[src/rtl/issue_defs.svh]
`ifndef ISSUE_DEFS_SVH
`define ISSUE_DEFS_SVH

// reservation station
`define RS_SZ 8
`define RS_IDX_BITS 3

// functional units per type
`define NUM_FU_ALU 2
`define NUM_FU_MULT 2
`define NUM_FU_BRANCH 1
`define NUM_FU_TOTAL 5

// result bus lanes
`define CDB_N 2

// physical register file and datapath
`define PRF_SZ 32
`define TAG_BITS 5
`define DATA_BITS 32
`define FUNC_BITS 4

`endif

[src/rtl/issue_pkg.sv]
`default_nettype none

`include "issue_defs.svh"

package issue_pkg;

    // ldst is decoded upstream but never issued here
    typedef enum logic [1:0] {
        fu_alu    = 2'd0,
        fu_mult   = 2'd1,
        fu_branch = 2'd2,
        fu_ldst   = 2'd3
    } fu_type_e;

    // one reservation station slot as seen by issue
    typedef struct packed {
        logic [31:0]            pc;
        fu_type_e               fu_type;
        logic [`FUNC_BITS-1:0]  func;
        logic [`TAG_BITS-1:0]   dest_tag;
        logic [`TAG_BITS-1:0]   src1_tag;
        logic [`TAG_BITS-1:0]   src2_tag;
        logic                   src1_ready;
        logic                   src2_ready;
        // branch only, conditional vs jump
        logic                   conditional;
    } rs_entry_t;

    // one result bus lane
    typedef struct packed {
        logic                   valid;
        logic [`TAG_BITS-1:0]   tag;
        logic [`DATA_BITS-1:0]  result;
    } cdb_entry_t;

    typedef struct packed {
        logic                   valid;
        logic [31:0]            pc;
        logic [`TAG_BITS-1:0]   dest_tag;
        logic [`FUNC_BITS-1:0]  func;
        logic [`DATA_BITS-1:0]  src1_value;
        logic [`DATA_BITS-1:0]  src2_value;
    } alu_packet_t;

    // multiplier needs no pc
    typedef struct packed {
        logic                   valid;
        logic [`TAG_BITS-1:0]   dest_tag;
        logic [`FUNC_BITS-1:0]  func;
        logic [`DATA_BITS-1:0]  src1_value;
        logic [`DATA_BITS-1:0]  src2_value;
    } mult_packet_t;

    typedef struct packed {
        logic                   valid;
        logic [31:0]            pc;
        logic [`TAG_BITS-1:0]   dest_tag;
        logic [`FUNC_BITS-1:0]  func;
        logic [`DATA_BITS-1:0]  src1_value;
        logic [`DATA_BITS-1:0]  src2_value;
        logic                   conditional;
    } branch_packet_t;

endpackage

`default_nettype wire

[src/rtl/psel_gen.sv]
`timescale 1ns/1ns
`default_nettype none

module psel_gen #(
    parameter int WIDTH = 8,
    parameter int REQS  = 2
) (
    input  wire logic [WIDTH-1:0]            req,
    // union of every row below
    output logic      [WIDTH-1:0]            gnt,
    output logic      [REQS-1:0][WIDTH-1:0]  gnt_bus
);

    // requests not yet handed to a row
    logic [WIDTH-1:0] remaining;

    always_comb begin
        remaining = req;
        gnt_bus   = '0;
        for (int r = 0; r < REQS; r++) begin
            // isolate lowest set bit
            gnt_bus[r] = remaining & (~remaining + 1'b1);
            remaining  = remaining & ~gnt_bus[r];
        end
        // whatever got cleared was granted
        gnt = req & ~remaining;
    end

endmodule

`default_nettype wire

[src/rtl/issue_select.sv]
`timescale 1ns/1ns
`default_nettype none

`include "issue_defs.svh"

module issue_select (
    input  issue_pkg::rs_entry_t [`RS_SZ-1:0]  rs_entries,
    input  wire logic [`RS_SZ-1:0]             rs_valid,
    input  wire logic [`NUM_FU_MULT-1:0]       mult_free,
    input  wire logic [`NUM_FU_MULT-1:0]       mult_cdb_req,
    output logic [`NUM_FU_ALU-1:0][`RS_SZ-1:0]       alu_gnt_bus,
    output logic [`NUM_FU_MULT-1:0][`RS_SZ-1:0]      mult_gnt_bus,
    output logic [`NUM_FU_BRANCH-1:0][`RS_SZ-1:0]    branch_gnt_bus,
    output logic [`NUM_FU_MULT-1:0][`NUM_FU_MULT-1:0] mult_fu_gnt_bus,
    output logic [`NUM_FU_MULT-1:0]            mult_cdb_gnt,
    output logic [`RS_SZ-1:0]                  rs_lane_gnt
);

    logic [`RS_SZ-1:0] entry_ready;
    logic [`RS_SZ-1:0] alu_ready;
    logic [`RS_SZ-1:0] mult_ready;
    logic [`RS_SZ-1:0] branch_ready;

    // valid with both operands ready, then split by unit type
    always_comb begin
        for (int e = 0; e < `RS_SZ; e++) begin
            entry_ready[e]  = rs_valid[e] && rs_entries[e].src1_ready
                              && rs_entries[e].src2_ready;
            alu_ready[e]    = entry_ready[e] && (rs_entries[e].fu_type == issue_pkg::fu_alu);
            mult_ready[e]   = entry_ready[e] && (rs_entries[e].fu_type == issue_pkg::fu_mult);
            branch_ready[e] = entry_ready[e]
                              && (rs_entries[e].fu_type == issue_pkg::fu_branch);
        end
    end

    // per type, lowest index entries first
    psel_gen #(.WIDTH(`RS_SZ), .REQS(`NUM_FU_ALU)) u_alu_psel (
        .req     (alu_ready),
        .gnt     (),
        .gnt_bus (alu_gnt_bus)
    );

    psel_gen #(.WIDTH(`RS_SZ), .REQS(`NUM_FU_MULT)) u_mult_psel (
        .req     (mult_ready),
        .gnt     (),
        .gnt_bus (mult_gnt_bus)
    );

    psel_gen #(.WIDTH(`RS_SZ), .REQS(`NUM_FU_BRANCH)) u_branch_psel (
        .req     (branch_ready),
        .gnt     (),
        .gnt_bus (branch_gnt_bus)
    );

    // slot k pairs with the k-th free multiplier
    psel_gen #(.WIDTH(`NUM_FU_MULT), .REQS(`NUM_FU_MULT)) u_mult_fu_psel (
        .req     (mult_free),
        .gnt     (),
        .gnt_bus (mult_fu_gnt_bus)
    );

    // lane arbitration, finishing multipliers sit at the low end and win
    psel_gen #(.WIDTH(`RS_SZ + `NUM_FU_MULT), .REQS(`CDB_N)) u_lane_psel (
        .req     ({alu_ready | branch_ready, mult_cdb_req}),
        .gnt     ({rs_lane_gnt, mult_cdb_gnt}),
        .gnt_bus ()
    );

endmodule

`default_nettype wire

[src/rtl/operand_resolver.sv]
`timescale 1ns/1ns
`default_nettype none

`include "issue_defs.svh"

module operand_resolver (
    input  wire logic [`TAG_BITS-1:0]          tag,
    // complete_list bit for this tag
    input  wire logic                          complete,
    input  wire logic [`DATA_BITS-1:0]         rf_data,
    input  issue_pkg::cdb_entry_t [`CDB_N-1:0] cdb,
    output logic [`DATA_BITS-1:0]              value
);

    always_comb begin
        // no source found reads as zero
        value = '0;
        if (complete) begin
            // already written back, take the register file
            value = rf_data;
        end else begin
            // forward from the bus, later lanes override earlier ones
            for (int j = 0; j < `CDB_N; j++) begin
                if (cdb[j].valid && (cdb[j].tag == tag)) begin
                    value = cdb[j].result;
                end
            end
        end
    end

endmodule

`default_nettype wire

[src/rtl/issue_dispatch.sv]
`timescale 1ns/1ns
`default_nettype none

`include "issue_defs.svh"

module issue_dispatch (
    input  issue_pkg::rs_entry_t [`RS_SZ-1:0]  rs_entries,
    input  wire logic [`PRF_SZ-1:0]            complete_list,
    input  issue_pkg::cdb_entry_t [`CDB_N-1:0] cdb,
    input  wire logic [`NUM_FU_ALU-1:0][`RS_SZ-1:0]       alu_gnt_bus,
    input  wire logic [`NUM_FU_MULT-1:0][`RS_SZ-1:0]      mult_gnt_bus,
    input  wire logic [`NUM_FU_BRANCH-1:0][`RS_SZ-1:0]    branch_gnt_bus,
    input  wire logic [`NUM_FU_MULT-1:0][`NUM_FU_MULT-1:0] mult_fu_gnt_bus,
    input  wire logic [`RS_SZ-1:0]             rs_lane_gnt,
    // register file data, [slot][source]
    input  wire logic [`NUM_FU_ALU-1:0][1:0][`DATA_BITS-1:0]    alu_read_data,
    input  wire logic [`NUM_FU_MULT-1:0][1:0][`DATA_BITS-1:0]   mult_read_data,
    input  wire logic [`NUM_FU_BRANCH-1:0][1:0][`DATA_BITS-1:0] branch_read_data,
    output logic [`NUM_FU_ALU-1:0][1:0][`TAG_BITS-1:0]    alu_read_tag,
    output logic [`NUM_FU_MULT-1:0][1:0][`TAG_BITS-1:0]   mult_read_tag,
    output logic [`NUM_FU_BRANCH-1:0][1:0][`TAG_BITS-1:0] branch_read_tag,
    output issue_pkg::alu_packet_t [`NUM_FU_ALU-1:0]       alu_packets,
    output issue_pkg::mult_packet_t [`NUM_FU_MULT-1:0]     mult_packets,
    output issue_pkg::branch_packet_t [`NUM_FU_BRANCH-1:0] branch_packets,
    output logic [`RS_SZ-1:0]                  rs_issuing,
    output logic [`NUM_FU_TOTAL-1:0]           unit_cdb_req
);

    localparam int MULT_BASE   = `NUM_FU_ALU;
    localparam int BRANCH_BASE = `NUM_FU_ALU + `NUM_FU_MULT;

    // all slots flattened, ALUs first, then multipliers, then branch
    logic [`NUM_FU_TOTAL-1:0][`RS_SZ-1:0]             slot_gnt;
    logic [`NUM_FU_TOTAL-1:0][1:0][`DATA_BITS-1:0]    slot_data;
    logic [`NUM_FU_TOTAL-1:0][1:0][`TAG_BITS-1:0]     slot_tag;
    logic [`NUM_FU_TOTAL-1:0][1:0][`DATA_BITS-1:0]    slot_val;
    logic [`NUM_FU_TOTAL-1:0]                         slot_issue;
    issue_pkg::rs_entry_t [`NUM_FU_TOTAL-1:0]         slot_ent;

    // one-hot to binary, OR encoder
    function automatic logic [`RS_IDX_BITS-1:0] onehot_idx(input logic [`RS_SZ-1:0] oh);
        logic [`RS_IDX_BITS-1:0] idx;
        idx = '0;
        for (int b = 0; b < `RS_SZ; b++) begin
            if (oh[b]) idx = idx | `RS_IDX_BITS'(b);
        end
        return idx;
    endfunction

    assign slot_gnt  = {branch_gnt_bus, mult_gnt_bus, alu_gnt_bus};
    assign slot_data = {branch_read_data, mult_read_data, alu_read_data};
    assign {branch_read_tag, mult_read_tag, alu_read_tag} = slot_tag;

    for (genvar s = 0; s < `NUM_FU_TOTAL; s++) begin : g_slot
        assign slot_ent[s] = rs_entries[onehot_idx(slot_gnt[s])];

        // single-cycle slots need a lane, multiplier slots a free unit
        if (s >= MULT_BASE && s < BRANCH_BASE) begin : g_mult_issue
            assign slot_issue[s] = (|slot_gnt[s]) && (|mult_fu_gnt_bus[s-MULT_BASE]);
        end else begin : g_lane_issue
            assign slot_issue[s] = |(slot_gnt[s] & rs_lane_gnt);
        end

        // idle slots read tag zero
        assign slot_tag[s][0] = slot_issue[s] ? slot_ent[s].src1_tag : '0;
        assign slot_tag[s][1] = slot_issue[s] ? slot_ent[s].src2_tag : '0;

        for (genvar k = 0; k < 2; k++) begin : g_src
            operand_resolver u_operand_resolver (
                .tag      (slot_tag[s][k]),
                .complete (complete_list[slot_tag[s][k]]),
                .rf_data  (slot_data[s][k]),
                .cdb      (cdb),
                .value    (slot_val[s][k])
            );
        end
    end

    // multipliers claim their lane through mult_cdb_gnt instead
    assign unit_cdb_req = {slot_issue[`NUM_FU_TOTAL-1:BRANCH_BASE], {`NUM_FU_MULT{1'b0}},
                           slot_issue[MULT_BASE-1:0]};

    always_comb begin
        rs_issuing = '0;
        for (int s = 0; s < `NUM_FU_TOTAL; s++) begin
            rs_issuing = rs_issuing | (slot_gnt[s] & {`RS_SZ{slot_issue[s]}});
        end
    end

    always_comb begin
        alu_packets    = '0;
        mult_packets   = '0;
        branch_packets = '0;
        for (int a = 0; a < `NUM_FU_ALU; a++) begin
            if (slot_issue[a]) begin
                alu_packets[a] = {1'b1, slot_ent[a].pc, slot_ent[a].dest_tag,
                                  slot_ent[a].func, slot_val[a][0], slot_val[a][1]};
            end
        end
        // packet lands at the position of the free unit paired with slot m
        for (int m = 0; m < `NUM_FU_MULT; m++) begin
            for (int u = 0; u < `NUM_FU_MULT; u++) begin
                if (slot_issue[MULT_BASE+m] && mult_fu_gnt_bus[m][u]) begin
                    mult_packets[u] = {1'b1, slot_ent[MULT_BASE+m].dest_tag,
                                       slot_ent[MULT_BASE+m].func,
                                       slot_val[MULT_BASE+m][0], slot_val[MULT_BASE+m][1]};
                end
            end
        end
        for (int b = 0; b < `NUM_FU_BRANCH; b++) begin
            if (slot_issue[BRANCH_BASE+b]) begin
                branch_packets[b] = {1'b1, slot_ent[BRANCH_BASE+b].pc,
                                     slot_ent[BRANCH_BASE+b].dest_tag,
                                     slot_ent[BRANCH_BASE+b].func,
                                     slot_val[BRANCH_BASE+b][0], slot_val[BRANCH_BASE+b][1],
                                     slot_ent[BRANCH_BASE+b].conditional};
            end
        end
    end

endmodule

`default_nettype wire

[src/rtl/complete_arbiter.sv]
`timescale 1ns/1ns
`default_nettype none

`include "issue_defs.svh"

module complete_arbiter (
    input  wire logic                        clock,
    input  wire logic                        reset,
    // ALU and branch lanes, multiplier bits left zero
    input  wire logic [`NUM_FU_TOTAL-1:0]    unit_cdb_req,
    input  wire logic [`NUM_FU_MULT-1:0]     mult_cdb_gnt,
    output logic [`CDB_N-1:0][`NUM_FU_TOTAL-1:0] complete_gnt_bus
);

    logic [`NUM_FU_TOTAL-1:0]                  unit_req;
    logic [`CDB_N-1:0][`NUM_FU_TOTAL-1:0]      next_gnt_bus;

    // drop multiplier grants into their unit positions
    assign unit_req = unit_cdb_req
                      | {{`NUM_FU_BRANCH{1'b0}}, mult_cdb_gnt, {`NUM_FU_ALU{1'b0}}};

    // lane j goes to the j-th requesting unit
    psel_gen #(.WIDTH(`NUM_FU_TOTAL), .REQS(`CDB_N)) u_lane_psel (
        .req     (unit_req),
        .gnt     (),
        .gnt_bus (next_gnt_bus)
    );

    // result bus drivers see their lane one cycle later
    always_ff @(posedge clock) begin
        if (reset) begin
            complete_gnt_bus <= '0;
        end else begin
            complete_gnt_bus <= next_gnt_bus;
        end
    end

endmodule

`default_nettype wire

[src/rtl/issue_stage.sv]
`timescale 1ns/1ns
`default_nettype none

`include "issue_defs.svh"

module issue_stage (
    input  wire logic                          clock,
    input  wire logic                          reset,
    input  issue_pkg::rs_entry_t [`RS_SZ-1:0]  rs_entries,
    input  wire logic [`RS_SZ-1:0]             rs_valid,
    input  wire logic [`PRF_SZ-1:0]            complete_list,
    input  issue_pkg::cdb_entry_t [`CDB_N-1:0] cdb,
    input  wire logic [`NUM_FU_ALU-1:0][1:0][`DATA_BITS-1:0]    alu_read_data,
    input  wire logic [`NUM_FU_MULT-1:0][1:0][`DATA_BITS-1:0]   mult_read_data,
    input  wire logic [`NUM_FU_BRANCH-1:0][1:0][`DATA_BITS-1:0] branch_read_data,
    input  wire logic [`NUM_FU_MULT-1:0]       mult_free,
    input  wire logic [`NUM_FU_MULT-1:0]       mult_cdb_req,
    output logic [`NUM_FU_ALU-1:0][1:0][`TAG_BITS-1:0]    alu_read_tag,
    output logic [`NUM_FU_MULT-1:0][1:0][`TAG_BITS-1:0]   mult_read_tag,
    output logic [`NUM_FU_BRANCH-1:0][1:0][`TAG_BITS-1:0] branch_read_tag,
    output issue_pkg::alu_packet_t [`NUM_FU_ALU-1:0]       alu_packets,
    output issue_pkg::mult_packet_t [`NUM_FU_MULT-1:0]     mult_packets,
    output issue_pkg::branch_packet_t [`NUM_FU_BRANCH-1:0] branch_packets,
    output logic [`RS_SZ-1:0]                  rs_issuing,
    output logic [`NUM_FU_MULT-1:0]            mult_cdb_gnt,
    output logic [`CDB_N-1:0][`NUM_FU_TOTAL-1:0] complete_gnt_bus
);

    logic [`NUM_FU_ALU-1:0][`RS_SZ-1:0]        alu_gnt_bus;
    logic [`NUM_FU_MULT-1:0][`RS_SZ-1:0]       mult_gnt_bus;
    logic [`NUM_FU_BRANCH-1:0][`RS_SZ-1:0]     branch_gnt_bus;
    logic [`NUM_FU_MULT-1:0][`NUM_FU_MULT-1:0] mult_fu_gnt_bus;
    logic [`RS_SZ-1:0]                         rs_lane_gnt;
    logic [`NUM_FU_TOTAL-1:0]                  unit_cdb_req;

    issue_select u_issue_select (
        .rs_entries, .rs_valid, .mult_free, .mult_cdb_req,
        .alu_gnt_bus, .mult_gnt_bus, .branch_gnt_bus,
        .mult_fu_gnt_bus, .mult_cdb_gnt, .rs_lane_gnt
    );

    issue_dispatch u_issue_dispatch (
        .rs_entries, .complete_list, .cdb,
        .alu_gnt_bus, .mult_gnt_bus, .branch_gnt_bus, .mult_fu_gnt_bus, .rs_lane_gnt,
        .alu_read_data, .mult_read_data, .branch_read_data,
        .alu_read_tag, .mult_read_tag, .branch_read_tag,
        .alu_packets, .mult_packets, .branch_packets,
        .rs_issuing, .unit_cdb_req
    );

    complete_arbiter u_complete_arbiter (
        .clock, .reset, .unit_cdb_req, .mult_cdb_gnt, .complete_gnt_bus
    );

endmodule

`default_nettype wire

[config.mk]
export PLATFORM = sky130hd
export DESIGN_NAME = issue_stage
export DESIGN_NICKNAME = d
export VERILOG_FILES = /design/src/rtl/issue_pkg.sv /design/src/rtl/psel_gen.sv /design/src/rtl/issue_select.sv /design/src/rtl/operand_resolver.sv /design/src/rtl/issue_dispatch.sv /design/src/rtl/complete_arbiter.sv /design/src/rtl/issue_stage.sv
export VERILOG_INCLUDE_DIRS = /design/src /design/src/rtl
export SDC_FILE = /design/constraint.sdc
export NUM_CORES = 2
export LEC_CHECK = 0
export BUFFER_PORTS_ARGS = -buffer_cell sky130_fd_sc_hd__buf_2
export CORE_AREA = 4 4 548 550
export CTS_CLUSTER_SIZE = 30
export DETAILED_ROUTE_END_ITERATION = 6
export DIE_AREA = 0 0 552 554
export PLACE_DENSITY = 0.31
export REMOVE_ABC_BUFFERS = 1
export SYNTH_ARGS = -nofsm -noshare
export SYNTH_HDL_FRONTEND = slang
export SYNTH_SLANG_ARGS = --single-unit
export TNS_END_PERCENT = 1
[constraint.sdc]
create_clock -name clock -period 11.2 [get_ports clock]
set_input_delay 2.24 -clock clock [delete_from_list [all_inputs] [get_ports clock]]
set_output_delay 2.24 -clock clock [all_outputs]
set_load 0.005 [all_outputs]
==> impl_metrics.env <==
export IMPL_antenna_found_initial=176
export IMPL_avgViaCountPerCell=5.09
export IMPL_start_util=0.111
export IMPL_cp_start_kind="input pin"
export IMPL_ys_flop_type="dfxtp_1"
export IMPL_required_ns=8.96
export IMPL_hold_buffers=0
export IMPL_hold_ws_ns=2.28
export IMPL_vias=54800
export IMPL_std_cell_rows=200
export IMPL_intPower_mw=0.724
export IMPL_core_area_mm2=0.296
export IMPL_port_buffers=1425
export IMPL_arrival_ns=8.53
export IMPL_synth_seq_cells=9
export IMPL_grt_max_degree=116
export IMPL_synth_most_common_cell="nand2_1"
export IMPL_hold_path_class="in2reg"
export IMPL_drt_iter0_drc=6834
export IMPL_fin_crit_sh=0.961
export IMPL_grt_first_pass_wirelength_mm=482
export IMPL_clockBufferDepth=2
export IMPL_largest_reg_flops=9
export IMPL_drc=0
export IMPL_grt_pass1_vias=51200
export IMPL_syn_avg_cell_area_um2=5.73
export IMPL_dp_hpwl_mm=288
export IMPL_total_power_mw=2.12
export IMPL_tns_ns=0
export IMPL_fin_nets=7646
export IMPL_max_slew_margin=0.174
export IMPL_pwr_share_seq=0.016
export IMPL_synth_edf_count=0
export IMPL_synth_area_top_cells="nand2_1 14%, nand3_1 13%, mux2i_1 7.9%"
export IMPL_largest_register="u_complete_arbiter.complete_gnt_bus"
export IMPL_clock_power_share=0.034
export IMPL_setup_worst_path_start="rs_entries[190]"
export IMPL_n_fill_cell=34900
export IMPL_ant_nets=0
export IMPL_gp_congestion=0.922
export IMPL_wirelength_mm=365
export IMPL_ys_types=128
export IMPL_path_clk_slew_ns=0.05
export IMPL_wl_per_cell_um=33.9
export IMPL_async_flop_share=0
export IMPL_yosysTopAreaCell="nand2_1"
export IMPL_timing_setup_critical_path_class="in2out"
export IMPL_cts_made_buffers=3
export IMPL_die_w_um=552
export IMPL_io_pins=1427
export IMPL_reg_top3="u_complete_arbiter.complete_gnt_bus x9"
export IMPL_grt_overflow_total=0
export IMPL_ctsResizeCount=0
export IMPL_first_pass_iters=6
export IMPL_power_leakage_nw=19.3
export IMPL_status="completed"
export IMPL_area_growth_syn_to_layout_pct=38.2
export IMPL_ys_seq_area_frac=0.00549
export IMPL_rsz0062_at_grt="false"
export IMPL_root_buffer="clkbuf_16"
export IMPL_cts_sink_count=9
export IMPL_holdCritStartpoint="mult_cdb_req[0]"
export IMPL_fmax_ghz=0.0929
export IMPL_setup_viol=0
export IMPL_syn_inst=5721
export IMPL_worst_slew_pin_slew_ns=1.23
export IMPL_syn_area_mm2=0.0328
export IMPL_dp_slack_ns=0.559
export IMPL_synth_commonest_cells="1230 x nand2_1, 827 x nand3_1, 465 x clkbuf_1, 352 x nor3_1, 296 x a21oi_1"
export IMPL_synth_top_area_share=0.141
export IMPL_die_area_mm2=0.306
export IMPL_sw_frac_of_total=0.658
export IMPL_ys_warn_count=0
export IMPL_p_comb_frac=0.950
export IMPL_maxCapViolCount=0
export IMPL_hold_viol=0
export IMPL_track_usage=0.224
export IMPL_min_period_ns=10.77
export IMPL_cp_max_fo=28
export IMPL_power_density_mw_per_mm2=46.8
export IMPL_slew_viol_final=0
export IMPL_cts_max_level=1
export IMPL_cts_setup_buffers=0
export IMPL_power_switching_mw=1.40
export IMPL_worst_setup_path_end_kind="primary output"
export IMPL_setup_ws_ns=0.433
export IMPL_drive_gt1_frac=0.294
export IMPL_cts_tree="done"
export IMPL_ir_drop_v=0.0000357
export IMPL_die_h_um=554
==> cells by family after synthesis <==
kind of cell	Yosys count	synth area share
AND/OR/NAND/NOR	3122	0.452
XOR/XNOR	85	0.0227
multiplexers	298	0.0981
other	1	0.000114
adder cells (fa/ha/maj)	4	0.00126
flip-flops	9	0.00549
buffers and inverters	782	0.0998
AO/OA/AOI/OAI	1420	0.320
==> critical path: stages <==
cell and delay (ns):
buf_2 0.11, nand4b_2 0.53, o21ai_0 0.35, a2111oi_0 0.19
or2_1 0.36, and4b_1 0.27, a2111oi_4 1.00, buf_4 0.70
a21oi_2 0.22, buf_4 0.31, xnor2_1 0.17, nor3_1 0.29
nand3_4 0.62, buf_4 0.44, nor3_1 0.15, a211oi_1 0.07
nor3_1 0.22, buf_2 0.17
==> final timing paths <==
path / endpoint / depth (start not counted)
hold / removal: u_complete_arbiter.complete_gnt_bus[3] / 2
setup / recovery: branch_packets[24] / 18
==> per-layer routing <==
layer,wire length [µm],track usage,vias up
met5,679,0,-
met4,12500,0.0630,110
met1,161000,0.305,27200
met2,155000,0.341,3614
met3,36500,0.0634,593
li1,-,-,23300
==> power by group through the flow <==
stage / Clock, mW / Combinational (mW) / Sequential, mW
6_report: 0.0719 / 2.01 / 0.0337
2_1_floorplan: 0 / 0.908 / 0.0345
5_1_grt: 0.0760 / 2.13 / 0.0338
3_3_place_gp: 0 / 1.98 / 0.0344
3_5_place_dp: 0 / 1.98 / 0.0343
4_1_cts: 0.0743 / 1.99 / 0.0337
==> cells in the final DEF (no fill, tap or decap), types with 37 or more instances in the layout <==
master       n
nand4_1     57
xnor2_1     61
a21oi_1    290
and3_1     115
mux2i_1    259
and2_1      71
inv_1       86
nor3_1     352
buf_4      252
nand3_1    823
o21ai_0    113
a31oi_1     84
o211ai_1   125
a211oi_1   184
nand2_1   1219
o211a_1     37
nor2_1     218
buf_2     1424
diode_2     72
nor2b_1     73
a311oi_1    74
o221ai_1    37
==> final cells by class <==
cell class | instances | area [µm²] | share of cell area
multi-input cells | 4931 | 29900 | 0.659
repair buffers | 1710 | 9700 | 0.214
well taps | 3939 | 4930 | 0.109
inverters | 101 | 394 | 0.00870
flip-flops and latches | 9 | 180 | 0.00398
diodes | 72 | 180 | 0.00398
clock buffers | 3 | 75.1 | 0.00166
clock inverters | 1 | 5.00 | 0.000110
==> per-stage QoR <==
stage,instance area [µm²],cells,util
global route,45200,10700,0.153
finish,45300,10800,0.153
detailed placement,45100,10700,0.152
CTS,45100,10700,0.153
global placement,45100,10700,0.152
floorplan,29900,5041,-
No activity file was read; power rests on OpenSTA's default activity.
